**config.mk**
```make
export PLATFORM = sky130hd
export DESIGN_NAME = sample_fifo
export DESIGN_NICKNAME = d
export VERILOG_FILES = /design/src/common/window_pkg.sv /design/src/source/sample_fifo.sv
export SDC_FILE = /design/constraint.sdc
export NUM_CORES = 1
export LEC_CHECK = 0
export BUFFER_PORTS_ARGS = -buffer_cell sky130_fd_sc_hd__buf_2
export CAP_MARGIN = 20
export CORE_MARGIN = 8
export CORE_UTILIZATION = 40
export CTS_BUF_LIST = sky130_fd_sc_hd__clkbuf_16
export DETAILED_ROUTE_END_ITERATION = 12
export PLACE_DENSITY_LB_ADDON = 0.12
export SYNTH_ARGS = -nofsm -noshare
export SYNTH_HDL_FRONTEND = slang
export SYNTH_SLANG_ARGS = --single-unit
```
**constraint.sdc**
```tcl
create_clock -name clk -period 3.5 [get_ports clk]
set_input_delay 0.175 -clock clk [delete_from_list [all_inputs] [get_ports clk]]
set_output_delay 0.175 -clock clk [all_outputs]
set_load 0.02 [all_outputs]
```
**src/common/window_pkg.sv**
```systemverilog
package window_pkg;

    localparam int SAMPLE_W   = 16;
    localparam int WINDOW_LEN = 306;
    localparam int HOP_LEN    = 123;
    localparam int FIFO_DEPTH = 8;

    // index must also hold WINDOW_LEN itself (read index parks there)
    localparam int WIN_IDX_W  = $clog2(WINDOW_LEN + 1);
    localparam int FIFO_PTR_W = $clog2(FIFO_DEPTH);

    typedef logic [SAMPLE_W-1:0]  sample_t;
    typedef logic [WIN_IDX_W-1:0] win_idx_t;
    typedef logic [WIN_IDX_W-1:0] fill_cnt_t;  // 0 .. WINDOW_LEN

endpackage
```
**src/source/sample_fifo.sv**
```systemverilog
module sample_fifo import window_pkg::*; (
    input  logic    clk,
    input  logic    rst_n,
    input  logic    push_i,
    input  sample_t push_data_i,
    input  logic    pop_i,
    output sample_t pop_data_o,
    output logic    empty_o,
    output logic    full_o
);

    sample_t               mem_q [FIFO_DEPTH];
    logic [FIFO_PTR_W-1:0] wr_ptr_q;
    logic [FIFO_PTR_W-1:0] rd_ptr_q;
    logic [FIFO_PTR_W:0]   count_q;
    logic                  do_push;
    logic                  do_pop;

    assign do_push = push_i && !full_o;
    assign do_pop  = pop_i && !empty_o;

    always_ff @(posedge clk) begin
        if (do_push) begin
            mem_q[wr_ptr_q] <= push_data_i;
        end
    end

    always_ff @(posedge clk or negedge rst_n) begin
        if (!rst_n) begin
            wr_ptr_q <= '0;
            rd_ptr_q <= '0;
            count_q  <= '0;
        end else begin
            if (do_push) begin
                wr_ptr_q <= wr_ptr_q + 1'b1;  // depth is a power of two
            end
            if (do_pop) begin
                rd_ptr_q <= rd_ptr_q + 1'b1;
            end
            case ({do_push, do_pop})
                2'b10:   count_q <= count_q + 1'b1;
                2'b01:   count_q <= count_q - 1'b1;
                default: count_q <= count_q;
            endcase
        end
    end

    assign pop_data_o = mem_q[rd_ptr_q];  // head entry
    assign empty_o    = (count_q == '0);
    assign full_o     = (count_q == (FIFO_PTR_W + 1)'(FIFO_DEPTH));

endmodule

```
[Word level (Yosys, flattened, before mapping)]
Memories as Yosys holds them, arrays and structs flattened.
Cells that the tools add are included.
Cells by class
  add/subtract/negate cells: 4
  equal/unequal tests: 3
  mux-type cells: 3
  reductions and logical operators: 6
  magnitude comparators: 0
  shift operators: 0
  div/mod/pow operators: 0
  bitwise gates (word level): 0
  multiply operators: 0
Operators with widths (number)
  4-bit one-hot mux with 2 select lines: 1
  3-bit by 1-bit adder with 3-bit output (second input constant): 2
  4-bit by 1-bit adder with 4-bit output (second input constant): 1
  4-bit == test (second input constant): 1
  4-bit zero test: 1
  4-bit by 1-bit subtractor with 4-bit output (second input constant): 1
  2-bit by 1-bit == test with 1-bit output (second input constant): 1
  2-bit == test (second input constant): 1
  1-bit logical AND: 2
  1-bit zero test: 2
  1-bit two-way mux: 2
  2-bit nonzero test: 1
Word-level totals
  word-level logic and storage cells: 20
  memory bits (read-only): 0
  bits in latches: 0
  output and inout port bits: 18
  flip-flop bits (word level): 10
  memories kept: 1
  memory bits (writable): 128
  bits of input ports: 20
Memories
  mem_q: depth 8, width 16, read ports 1, clocked after memory_dff 0, write ports 1, RTL line sample_fifo.sv:12  | sample_t mem_q [FIFO_DEPTH];

[Depth between registers and ports, before layout]
Gate-level depths: netlist (run 1).
  depth in word-level cells: 5
  depth in mapped cells: 7
  gate-level depth less buffers: 7

[Worst setup path before layout (run 1)]
Ideal clock, no wire load.
  kind: reg2reg
  from: reg count_q[0]
  to: reg count_q[3]
  stages on the path, launching flop included: 8
  arrival: 2590 ps
  path buffers: 0
  slack: 776 ps
  data required time: 3366 ps
  cells stage by stage: dfrtp_1 > o41ai_1 > inv_1 > ha_1 > ha_1 > or4b_2 > o311ai_0 > o211ai_1
On the way
  cells in the longest elaborated chain, start to end: 5
  elaborated cells between the ends (all ways): 12
  classes of those cells: add/sub: 2; eq/ne: 3; mux: 1; reduce/logical: 6
RTL lines
  from (decl): RTL line sample_fifo.sv:15  | logic [FIFO_PTR_W:0] count_q;
  from (signal assigned): RTL line sample_fifo.sv:41  | 2'b10: count_q <= count_q + 1'b1;
  from (signal assigned): RTL line sample_fifo.sv:42  | 2'b01: count_q <= count_q - 1'b1;
  from (signal assigned): RTL line sample_fifo.sv:43  | default: count_q <= count_q;
  4-bit zero test *: RTL line sample_fifo.sv:49  | assign empty_o = (count_q == '0);
  1-bit zero test *: RTL line sample_fifo.sv:20  | assign do_pop = pop_i && !empty_o;
  1-bit logical AND *: RTL line sample_fifo.sv:20
  net do_pop: RTL line sample_fifo.sv:17  | logic do_pop;
  2-bit by 1-bit == test with 1-bit output or 2-bit == test (tied branches): RTL line sample_fifo.sv:40  | case ({do_push, do_pop})
  4-bit one-hot mux with 2 select lines or 2-bit nonzero test (tied branches)
Mark *: on every way through the listed nets, which the timed path passes. The rest lies on a longest branch.
A chain may end at the register's enable or synchronous reset.

[Final worst setup path (run 1)]
Ends and elaborated chain as after synthesis.

==> results of run 1 <==
power by group:
group          switching [mW]  total [mW]  internal [mW]
combinational           0.830        1.61          0.780
sequential              0.203        2.30           2.10
clock                   0.644        1.82           1.18
per-layer routing:
metal | GRT usage | up-vias
met3 | 0.0479 | 8
met5 | 0 | -
met1 | 0.135 | 1311
li1 | - | 1174
met2 | 0.212 | 43
met4 | 0.0393 | 0
final cells by class:
type	count	area share
Inverter	6	0.00341
Clock buffer	17	0.0644
Timing Repair Buffer	48	0.0428
Sequential cell	138	0.620
Tap cell	180	0.0341
Multi-Input combinational cell	98	0.208
Clock inverter	15	0.0276
per-stage QoR:
step	std cells	power (mW)
final	502	5.73
after global placement	469	3.99
after detailed placement	469	4.01
after global routing	502	6.02
after floorplan	253	3.50
after CTS	502	5.83
cells in the mapped netlist:
cell | number | area (um^2)
nand2b_1 | 2 | 12.5
mux2i_1 | 1 | 10.0
ha_1 | 5 | 62.6
mux2_2 | 18 | 203
a21oi_1 | 2 | 10.0
nor2_1 | 6 | 22.5
clkbuf_2 | 1 | 5.00
dfrtp_1 | 10 | 250
o211ai_1 | 1 | 7.51
o41ai_1 | 1 | 8.76
buf_2 | 2 | 10.0
a2111o_1 | 1 | 11.3
inv_1 | 6 | 22.5
xnor2_1 | 5 | 43.8
mux4_1 | 25 | 657
buf_1 | 1 | 3.75
nor4_1 | 1 | 6.26
o311ai_0 | 1 | 8.76
xor2_1 | 1 | 8.76
clkbuf_1 | 3 | 11.3
nand2_1 | 7 | 26.3
o21ai_0 | 1 | 5.00
or4b_4 | 1 | 13.8
mux4_2 | 7 | 158
or4b_2 | 1 | 10.0
nand3b_1 | 1 | 7.51
nor3b_1 | 3 | 22.5
buf_6 | 4 | 45.0
nand3_1 | 4 | 20.0
fa_1 | 1 | 20.0
edfxtp_1 | 128 | 3840
nor3_1 | 2 | 10.0
flip-flops by register name, indices dropped and copies added, names as in the netlist:
register,count
rd_ptr_q,3
mem_q,128
count_q,4
wr_ptr_q,3
cells by family after synthesis:
group | after synthesis | share of synthesized area
DFF | 138 | 0.737
muxes | 51 | 0.185
and+or+nand+nor | 28 | 0.0272
buffers and inverters | 17 | 0.0176
AOI/OAI and AO/OA | 7 | 0.00923
xor gates and xnor gates | 6 | 0.00946
adders and majority gates | 6 | 0.0149
worst paths after layout:
path / end / cells past startpoint / slack, ns / start
max: count_q[3]$_DFFE_PN0P_ / 7 / 0.56 / count_q[0]$_DFFE_PN0P_
min: mem_q[5][11]$_DFFE_PP_ / 1 / 0.04 / push_data_i[11]
max reg2reg: count_q[3]$_DFFE_PN0P_ / 7 / 0.56 / count_q[0]$_DFFE_PN0P_
min reg2reg: wr_ptr_q[0]$_DFFE_PN0P_ / 1 / 0.52 / wr_ptr_q[0]$_DFFE_PN0P_
max in group asynchronous: rd_ptr_q[0]$_DFFE_PN0P_ / 2 / 3.13 / rst_n
min in group asynchronous: count_q[0]$_DFFE_PN0P_ / 2 / 0.15 / rst_n
worst max-delay path, delay by kind of cell (launching register included):
family / cells / cell delay [ns]
adder cells (fa/ha/maj): 2 / 0.70
flip-flops: 1 / 0.46
buffers and inverters: 1 / 0.16
AND/OR/NAND/NOR: 1 / 0.68
AO/OA/AOI/OAI: 3 / 0.82
placed cells by master, fill, tap and decap left out, types with 2 or more instances in the layout:
cell type	Yosys	final
nand2_1	7	7
edfxtp_1	128	128
clkinvlp_4	0	4
mux2_2	18	18
mux4_2	7	7
dfrtp_1	10	9
nor3b_1	3	3
nand3_1	4	4
nand2b_1	2	2
buf_4	0	9
clkbuf_16	0	17
ha_1	5	5
bufinv_16	0	4
nor3_2	0	2
mux4_1	25	25
xnor2_1	5	5
buf_2	2	37
a21oi_1	2	2
inv_1	6	7
clkinv_2	0	5
nor2_1	6	6
==> flow_summary_export.csv, run 1 <==
group,metric,value,unit
synthesis,synth_area_per_cell,22.0,um^2
global_routing,antenna_found_initial,0,
worst_setup_path,crit_type,"reg2reg",
die,fp.dieH,134,um
clock_network,clk_pin_slew,0.06,ns
power,cellPowerDensity,867,nW/um^2
placed_design,port_buffers,37,
worst_setup_path,required,3.79,ns
worst_setup_path,path_max_fanout,9,
final_layout,register_area,4100,um^2
placed_design,placed_area,5990,um^2
sta,hold_violations,0,
worst_setup_path,cp.arrival,3.23,ns
sta,fin_tns_setup,0,ns
routing,wl_met2,5.34,mm
die,fp.coreArea,13700,um^2
placed_design,dp_slack,0.569,ns
clock_network,cts-resized-gates,0,
clock_network,postCtsSetupRepairBufs,0,
final_layout,syn_to_final_growth,18.9,%
routing,wl_met3,481,um
synthesis,synth_nets,279,
global_routing,grt_max_degree,35,
global_routing,overflow,0,
worst_setup_path,crit_top_cell,"ha_1",
die,fp-row-count,43,
global_routing,grt_pass1_wl,15.9,mm
routing,firstDrtPassIters,4,
sta,fmax,340,MHz
die,die_area,17900,um^2
sta,clock-skew-final,0.00893,ns
routing,drcViolationCount,0,
clock_network,cts_sinks,138,
worst_setup_path,slowest_stage,"or4b_2",
synthesis,yosysSeqAreaShare,0.737,
placed_design,gp_congestion,0.722,
sta,setup_ws,0.558,ns
flow_run,maxCapViolations,0,
power,leakagePower,2.31,nW
final_layout,diodes,0,
sta,slew-limit-headroom,0.326,
synthesis,synth.distinct_cells,32,
sta,whs,0.0361,ns
clock_network,clk_path_buf_depth,2,
power,vdd_ir_drop_max,472,uV
routing,vias,2536,
sta,tightest_slew,1.01,ns
final_layout,design_area,6610,um^2
clock_network,cts_buffers,17,
final_layout,finalNetCount,335,
synthesis,syn_inst,253,
clock_network,cts_root_buffer,"clkbuf_16",
worst_hold_path,hp-class,"in2reg",
global_routing,grt_pass1_vias,2766,
clock_network,cts_tree,"built",
routing,via_per_inst,5.05,
final_layout,drive_gt1_frac,0.332,
sta,post-route-period-util,0.841,
die,die_w,134,um
final_layout,num-fill-cells,1150,
sta,setup_viol,0,
worst_setup_path,cpPeakStageDelay,0.68,ns
run_status,status,"completed",
sta,period_needed,2.94,ns
clock_network,cts_hold_buf,1,
worst_setup_path,end_kind,"flop",
final_layout,final_core_util,0.482,
worst_setup_path,start_kind,"flop",
routing,ant_nets,0,
routing,drt-met1-wl,4.27,mm
sta,rsz0062_at_grt,"no",
routing,wl,10.2,mm
placed_design,dp_hpwl,6.10,mm
synthesis,synth_area,5560,um^2
routing,avgRoutedWirePerCell,20.3,um
global_routing,track_usage,0.122,
synthesis,synth_seq_cells,138,
clock_network,clk_latency,0.41,ns
die,initial_core_util,0.405,
sta,maxSlewViolCount,0,
clock_network,htree_levels,4,
routing,top_layer,"met4",
synthesis,ys_warn_count,0,
final_layout,multiInputGateArea,1380,um^2
die,pin_count,38,
routing,drt_iter0_markers,132,
worst_setup_path,path_cells,"o41ai_1 -> inv_1 -> ha_1 -> ha_1 -> or4b_2 -> o311ai_0 -> o211ai_1",
Note: power is estimated with default switching activity, not from simulation.
==> inputs of run 2 (changes only) <==
--- a/config.mk
+++ b/config.mk
@@ -5,6 +5,7 @@
 export SDC_FILE = /design/constraint.sdc
 export NUM_CORES = 1
 export LEC_CHECK = 0
+export ABC_AREA = 1
 export BUFFER_PORTS_ARGS = -buffer_cell sky130_fd_sc_hd__buf_2
 export CAP_MARGIN = 20
 export CORE_MARGIN = 8
==> constraint.sdc (replaced) <==
create_clock -name clk -period 3.01 [get_ports clk]
set_input_delay 0.1505 -clock clk [delete_from_list [all_inputs] [get_ports clk]]
set_output_delay 0.1505 -clock clk [all_outputs]
set_load 0.02 [all_outputs]
==> run 2 against run 1 <==
  * Synthesized cell count grew to 2.5 times the previous value
  * Die area grew 8.8%
  * Utilization shrank 0.47 points
  * Combinational power grew 61%
  * Register-to-register slack gained 0.33 ns
  * Highest routed layer unchanged
  * Global-route usage grew 1.8 points
  * Flip-flop and latch count is the same
  * Count of clock-buffer cells in the layout is the same
  * Routed wire length grew 26%
  * First-iteration DRC count grew 45%
  * Sequential power grew 15%
  * Worst setup slack gained 0.071 ns
==> flow_summary_export.csv, run 2 <==
group,metric,value,unit
worst_setup_path,start_kind,"flop",
synthesis,synthArstFlopShare,0.0725,
power,vdd_ir_drop_max,520,uV
die,initial_core_util,0.405,
routing,vias,3964,
global_routing,grt_pass1_vias,3959,
worst_setup_path,crit_buf_inv,2,
final_layout,final_core_util,0.477,
synthesis,ys_top_cells_by_count,"nand2_1 (232), nor2_1 (130), edfxtp_1 (128), inv_1 (79), buf_2 (16)",
clock_network,cts_buffers,17,
die,die_area,19500,um^2
sta,hold_violations,0,
final_layout,reg_top3,"mem_q (128), count_q (4)",
power,finalPower,7.15,mW
synthesis,synth-edff-count,128,
sta,fin_tns_setup,0,ns
placed_design,dp_hpwl,7.47,mm
worst_setup_path,cpPeakStageDelay,0.80,ns
final_layout,final_cell_mix,"nand2_1 (232), nor2_1 (130), edfxtp_1 (128), inv_1 (82), buf_2 (37)",
synthesis,synthMuxAreaShare,0,
clock_network,cts_tree,"built",
clock_network,htree_levels,4,
routing,avgRoutedWirePerCell,14.4,um
synthesis,synth_area_per_cell,9.64,um^2
routing,drt_iter0_markers,191,
synthesis,synth_xor_area_frac,0.00860,
power,p_comb_frac,0.362,
routing,via_per_inst,4.46,
worst_setup_path,path_max_fanout,49,
synthesis,synth_top_area_share,0.629,
die,fp.coreArea,15100,um^2
global_routing,track_usage,0.140,
global_routing,grt_max_degree,53,
worst_setup_path,required,2.86,ns
synthesis,syn_inst,634,
flow_run,maxCapViolations,0,
clock_network,cts_root_buffer,"clkbuf_16",
sta,rsz0062_at_grt,"no",
synthesis,synth_area,6110,um^2
die,pin_count,38,
final_layout,finalNetCount,713,
global_routing,overflow,0,
synthesis,synth_area_leader_cell,"edfxtp_1",
synthesis,ys_warn_count,0,
power,sequentialPowerShare,0.370,
synthesis,synth_ff_type,"edfxtp_1",
synthesis,synth.distinct_cells,16,
global_routing,antenna_found_initial,0,
power,internal_power,4.47,mW
worst_setup_path,cp.arrival,2.23,ns
synthesis,synth_area_leaders,"edfxtp_1 (63%), nand2_1 (14%), nor2_1 (8.0%), inv_1 (4.9%), dfrtp_1 (4.1%)",
clock_network,cts-resized-gates,0,
final_layout,syn_to_final_growth,17.8,%
worst_setup_path,crit_top_cell,"nand2_1",
synthesis,synth_nets,660,
worst_setup_path,crit_type,"reg2out",
placed_design,gp_congestion,0.787,
synthesis,yosysSeqAreaShare,0.670,
clock_network,postCtsSetupRepairBufs,0,
sta,setup_viol,0,
clock_network,clk_path_buf_depth,2,
clock_network,clk_pin_slew,0.05,ns
sta,maxSlewViolCount,0,
worst_setup_path,slowest_stage,"dfrtp_4",
clock_network,clk_latency,0.41,ns
final_layout,drive_gt1_frac,0.129,
die,die_w,140,um
routing,wl,12.8,mm
worst_setup_path,critical_path.top_delay_family,"flip-flops",
synthesis,synth_top_family_by_area,"simple AND/OR/NAND/NOR gates",
synthesis,synth.most_common_cell,"nand2_1",
final_layout,final_common_cell,"nand2_1",
sta,tightest_slew,0.833,ns
power,clkPwrFrac,0.268,
synthesis,synth_seq_cells,138,
synthesis,synth_compound_area_frac,0.00328,
sta,post-route-period-util,0.791,
final_layout,diodes,0,
routing,ant_nets,0,
power,power.switching,2.68,mW
global_routing,grt_pass1_wl,20.6,mm
power,cellPowerDensity,994,nW/um^2
final_layout,largest_reg_flops,128,
routing,firstDrtPassIters,4,
die,fp.dieH,140,um
clock_network,cts_hold_buf,5,
worst_setup_path,end_kind,"primary output",
synthesis,synth_adder_area_share,0.0135,
final_layout,largest_register,"mem_q",
sta,period_needed,2.38,ns
worst_setup_path,path_cells,"buf_4 -> nor2_1 -> nor2_1 -> nand2_1 -> nand2_1 -> nand2_1 -> nand2_1 -> buf_2",
power,switching_share,0.375,
clock_network,cts_sinks,138,
placed_design,dp_slack,0.872,ns
worst_hold_path,hp-class,"in2reg",
sta,setup_ws,0.629,ns
routing,drcViolationCount,0,
worst_setup_path,r2r_setup_slack,0.89,ns
sta,clock-skew-final,0.00581,ns
sta,slew-limit-headroom,0.444,
sta,fmax,420,MHz
synthesis,synth-simple-area-share,0.234,
power,leakagePower,3.21,nW
run_status,status,"completed",
die,fp-row-count,45,
placed_design,port_buffers,37,
-- run 2: cell count changes in the layout (fill, tap and decap cells not counted), moves of 5 or more --
| cell | before | now |
|---|---|---|
| mux4_1 | 25 | 0 |
| inv_1 | 7 | 82 |
| nand2_1 | 7 | 232 |
| nor3_2 | 2 | 8 |
| buf_4 | 9 | 14 |
| mux4_2 | 7 | 0 |
| mux2_2 | 18 | 0 |
| nor2_1 | 6 | 130 |
-- run 2: logic make-up after synthesis --
group	Yosys count
fa+ha+maj	6
xor+xnor	6
compound gates	4
buf+inv	104
simple gates	376
flops	138
-- run 2: cell type report --
cell class	instances	area (um^2)
clock buffer	17	425
sequential	138	4100
clock inverter	15	118
timing repair buffer	59	400
inverter	79	297
fill	1432	7890
tap	188	235
multi-input combinational	392	1630
-- run 2: final timing paths --
path                                         startpoint                      end  cells past startpoint
worst max-delay path            rd_ptr_q[0]$_DFFE_PN0P_            pop_data_o[6]                      8
min in group asynchronous                         rst_n  wr_ptr_q[0]$_DFFE_PN0P_                      2
worst min register to register   count_q[2]$_DFFE_PN0P_   count_q[2]$_DFFE_PN0P_                      2
worst max register to register   count_q[0]$_DFFE_PN0P_   count_q[3]$_DFFE_PN0P_                     11
worst min-delay path                     push_data_i[0]    mem_q[4][0]$_DFFE_PP_                      1
max in group asynchronous                         rst_n  rd_ptr_q[0]$_DFFE_PN0P_                      2
-- run 2: power by group through the flow --
stage / Clock, mW / Sequential (mW) / Combinational [mW]
2_1_floorplan: 0 / 2.56 / 1.96
3_3_place_gp: 0 / 2.67 / 2.60
3_5_place_dp: 0 / 2.69 / 2.64
4_1_cts: 1.96 / 2.65 / 2.66
5_1_grt: 2.05 / 2.69 / 2.96
6_report: 1.92 / 2.65 / 2.59
-- run 2: layer usage --
| metal | vias to the layer above | routed length [um] | global-route usage |
|---|---|---|---|
| li1 | 2078 | - | - |
| met1 | 1825 | 5950 | 0.169 |
| met2 | 49 | 6270 | 0.236 |
| met3 | 12 | 449 | 0.0417 |
| met4 | 0 | 139 | 0.0469 |
| met5 | - | 0 | 0 |
-- run 2: worst reg2reg max path, stage by stage, from the launching register on --
cell     delay [ns]
dfrtp_1        0.42
nor2_1         0.14
nand3_1        0.13
nand2_1        0.08
buf_4          0.21
ha_1           0.25
ha_1           0.27
or2_2          0.31
nand2_1        0.07
nand2_1        0.04
nand3_1        0.05
nand2_1        0.05
-- run 2: metrics by stage --
step / area (um^2) / std cells / hold WS, ns
4_1_cts: 7200 / 888 / 0.00464
2_1_floorplan: 6110 / 634 / -0.145
6_report: 7200 / 888 / 0.0174
3_3_place_gp: 6610 / 851 / 0.0284
3_5_place_dp: 6610 / 851 / 0.0234
5_1_grt: 7200 / 888 / 0.00917
==> inputs of run 3 (changes only) <==
--- a/config.mk
+++ b/config.mk
@@ -5,7 +5,7 @@
 export SDC_FILE = /design/constraint.sdc
 export NUM_CORES = 1
 export LEC_CHECK = 0
-export ABC_AREA = 1
+export ABC_AREA = 0
 export BUFFER_PORTS_ARGS = -buffer_cell sky130_fd_sc_hd__buf_2
 export CAP_MARGIN = 20
 export CORE_MARGIN = 8
==> constraint.sdc (replaced) <==
create_clock -name clk -period 2.2 [get_ports clk]
set_input_delay 0.11 -clock clk [delete_from_list [all_inputs] [get_ports clk]]
set_output_delay 0.11 -clock clk [all_outputs]
set_load 0.02 [all_outputs]
==> run 3 against run 2 <==
  * Utilization grew 4.3 points
  * The flow now finishes with violations (setup timing)
  * Count of clock-buffer cells in the layout did not move
  * Worst setup slack worse by 0.68 ns
  * Critical endpoint is now count_q[3]$_DFFE_PN0P_
  * Flip-flop and latch count stayed put
  * Largest power group is now combinational cells
==> flow_summary_export.csv, run 3 (synthesized netlist as in run 1, its figures left out) <==
group,metric,value,unit
run_status,status,"finished, violations left",
run_status,violations,"setup timing",
placed_design,dp_slack,-0.120,ns
worst_setup_path,crit_type,"reg2reg",
clock_network,cts_sinks,138,
worst_setup_path,end_kind,"flop",
clock_network,clk_path_buf_depth,2,
placed_design,port_buffers,37,
sta,clock-skew-final,0.00533,ns
final_layout,syn_to_final_growth,28.5,%
global_routing,grt_pass1_wl,17.1,mm
sta,hold_violations,0,
sta,setup_ws,-0.0498,ns
sta,setup_viol,7,
clock_network,clk_pin_slew,0.05,ns
final_layout,diodes,0,
final_layout,largest_register,"mem_q",
sta,tightest_slew,0.736,ns
worst_hold_path,hp-class,"in2reg",
final_layout,finalNetCount,383,
flow_run,maxCapViolations,0,
worst_setup_path,required,2.49,ns
global_routing,track_usage,0.131,
sta,post-route-period-util,1.02,
die,pin_count,38,
routing,avgRoutedWirePerCell,20.9,um
die,fp-row-count,43,
power,cellPowerDensity,1390,nW/um^2
routing,wl,11.4,mm
die,fp.coreArea,13700,um^2
global_routing,antenna_found_initial,0,
clock_network,cts_buffers,17,
worst_setup_path,path_max_fanout,3,
sta,rsz0062_at_grt,"yes",
final_layout,largest_reg_flops,128,
clock_network,clk_latency,0.41,ns
die,initial_core_util,0.405,
final_layout,final_cell_mix,"edfxtp_1 (128), buf_4 (34), mux4_2 (28), buf_2 (24), clkbuf_16 (20)",
clock_network,htree_levels,4,
placed_design,gp_congestion,0.721,
worst_setup_path,cp.arrival,2.54,ns
final_layout,final_common_cell,"edfxtp_1",
routing,drcViolationCount,0,
die,die_area,17900,um^2
power,vdd_ir_drop_max,621,uV
sta,slew-limit-headroom,0.506,
final_layout,reg_top3,"mem_q (128), count_q (4)",
global_routing,grt_max_degree,21,
sta,maxSlewViolCount,0,
routing,via_per_inst,5.04,
sta,fmax,444,MHz
clock_network,cts_tree,"built",
die,fp.dieH,134,um
final_layout,drive_gt1_frac,0.429,
placed_design,dp_hpwl,6.45,mm
routing,ant_nets,0,
clock_network,cts_root_buffer,"clkbuf_16",
sta,fin_tns_setup,-0.136,ns
routing,firstDrtPassIters,4,
routing,drt_iter0_markers,122,
worst_setup_path,start_kind,"flop",
global_routing,grt_pass1_vias,2987,
global_routing,overflow,0,
power,leakagePower,2.55,nW
die,die_w,134,um
routing,vias,2763,
sta,period_needed,2.25,ns
-- run 3: cell types whose count changed in the layout (fill, tap and decap cells not counted), sizes merged, moves of 3 or more --
cell	delta
buf	+22
clkbuf	+3
clkinv	-5
dlygate4sd3	+12
inv	-69
mux2	+18
mux4	+32
nand2	-225
nor2	-124
nor3	-6
nor3b	+3
o21ai	-3
-- run 3: final timing paths --
path / from / slack [ns] / end / cells past startpoint
worst max-delay path: count_q[1]$_DFFE_PN0P_ / -0.05 / count_q[3]$_DFFE_PN0P_ / 7
worst min-delay path: push_i / 0.04 / wr_ptr_q[2]$_DFFE_PN0P_ / 3
worst max register to register: count_q[1]$_DFFE_PN0P_ / -0.05 / count_q[3]$_DFFE_PN0P_ / 7
worst min register to register: wr_ptr_q[0]$_DFFE_PN0P_ / 0.57 / wr_ptr_q[0]$_DFFE_PN0P_ / 1
max in group asynchronous: rst_n / 1.89 / rd_ptr_q[0]$_DFFE_PN0P_ / 2
min in group asynchronous: rst_n / 0.09 / count_q[1]$_DFFE_PN0P_ / 2
-- run 3: routing by layer --
metal	track usage	routed length, um
met3	0.0501	567
met1	0.171	5400
met2	0.196	5290
met4	0.0443	172
met5	0	0
-- run 3: area by class of cell --
type                       instances  area (um^2)
tap                              180          225
clock inverter                    13         76.3
timing repair buffer              96          888
clock buffer                      17          425
multi-input combinational         98         1410
fill                            1107         6580
sequential                       138         4100
inverter                           6         22.5
-- run 3: per-stage QoR --
| stage | cell area, um^2 | hold WS [ns] | util | total power, mW | cells |
|---|---|---|---|---|---|
| after global placement | 6230 | -0.0109 | 0.454 | 6.63 | 490 |
| final | 7140 | 0.0361 | 0.520 | 9.93 | 548 |
| after global routing | 7140 | 0.0521 | 0.520 | 10.4 | 548 |
| after floorplan | 5620 | -0.186 | - | 5.64 | 253 |
| after detailed placement | 6230 | -0.00897 | 0.454 | 6.67 | 490 |
| after CTS | 6910 | 0.0198 | 0.504 | 9.28 | 538 |
-- run 3: critical path, cell delays in order, from the launching register on --
cell and delay [ns]:
dfrtp_2 0.44, or4b_4 0.55, nand2_4 0.10, ha_4 0.16, ha_4 0.20, or4b_4 0.49, o311ai_4 0.07, o211ai_1 0.11
-- run 3: where the power goes --
part / total [mW] / switching [mW] / internal [mW]
registers: 3.58 / 0.234 / 3.34
logic: 3.92 / 1.79 / 2.13
clock network: 2.43 / 0.942 / 1.49
-- run 3: repair_timing --
action | in CTS | in global routing
pin swaps | 7 | 0
setup endpoints to repair | 17 | 16
buffers inserted | 1 | 8
resized for setup | 13 | 50
hold buffers | 17 | 0
gates cloned | 1 | 2
endpoints found under the hold margin | 138 | 0
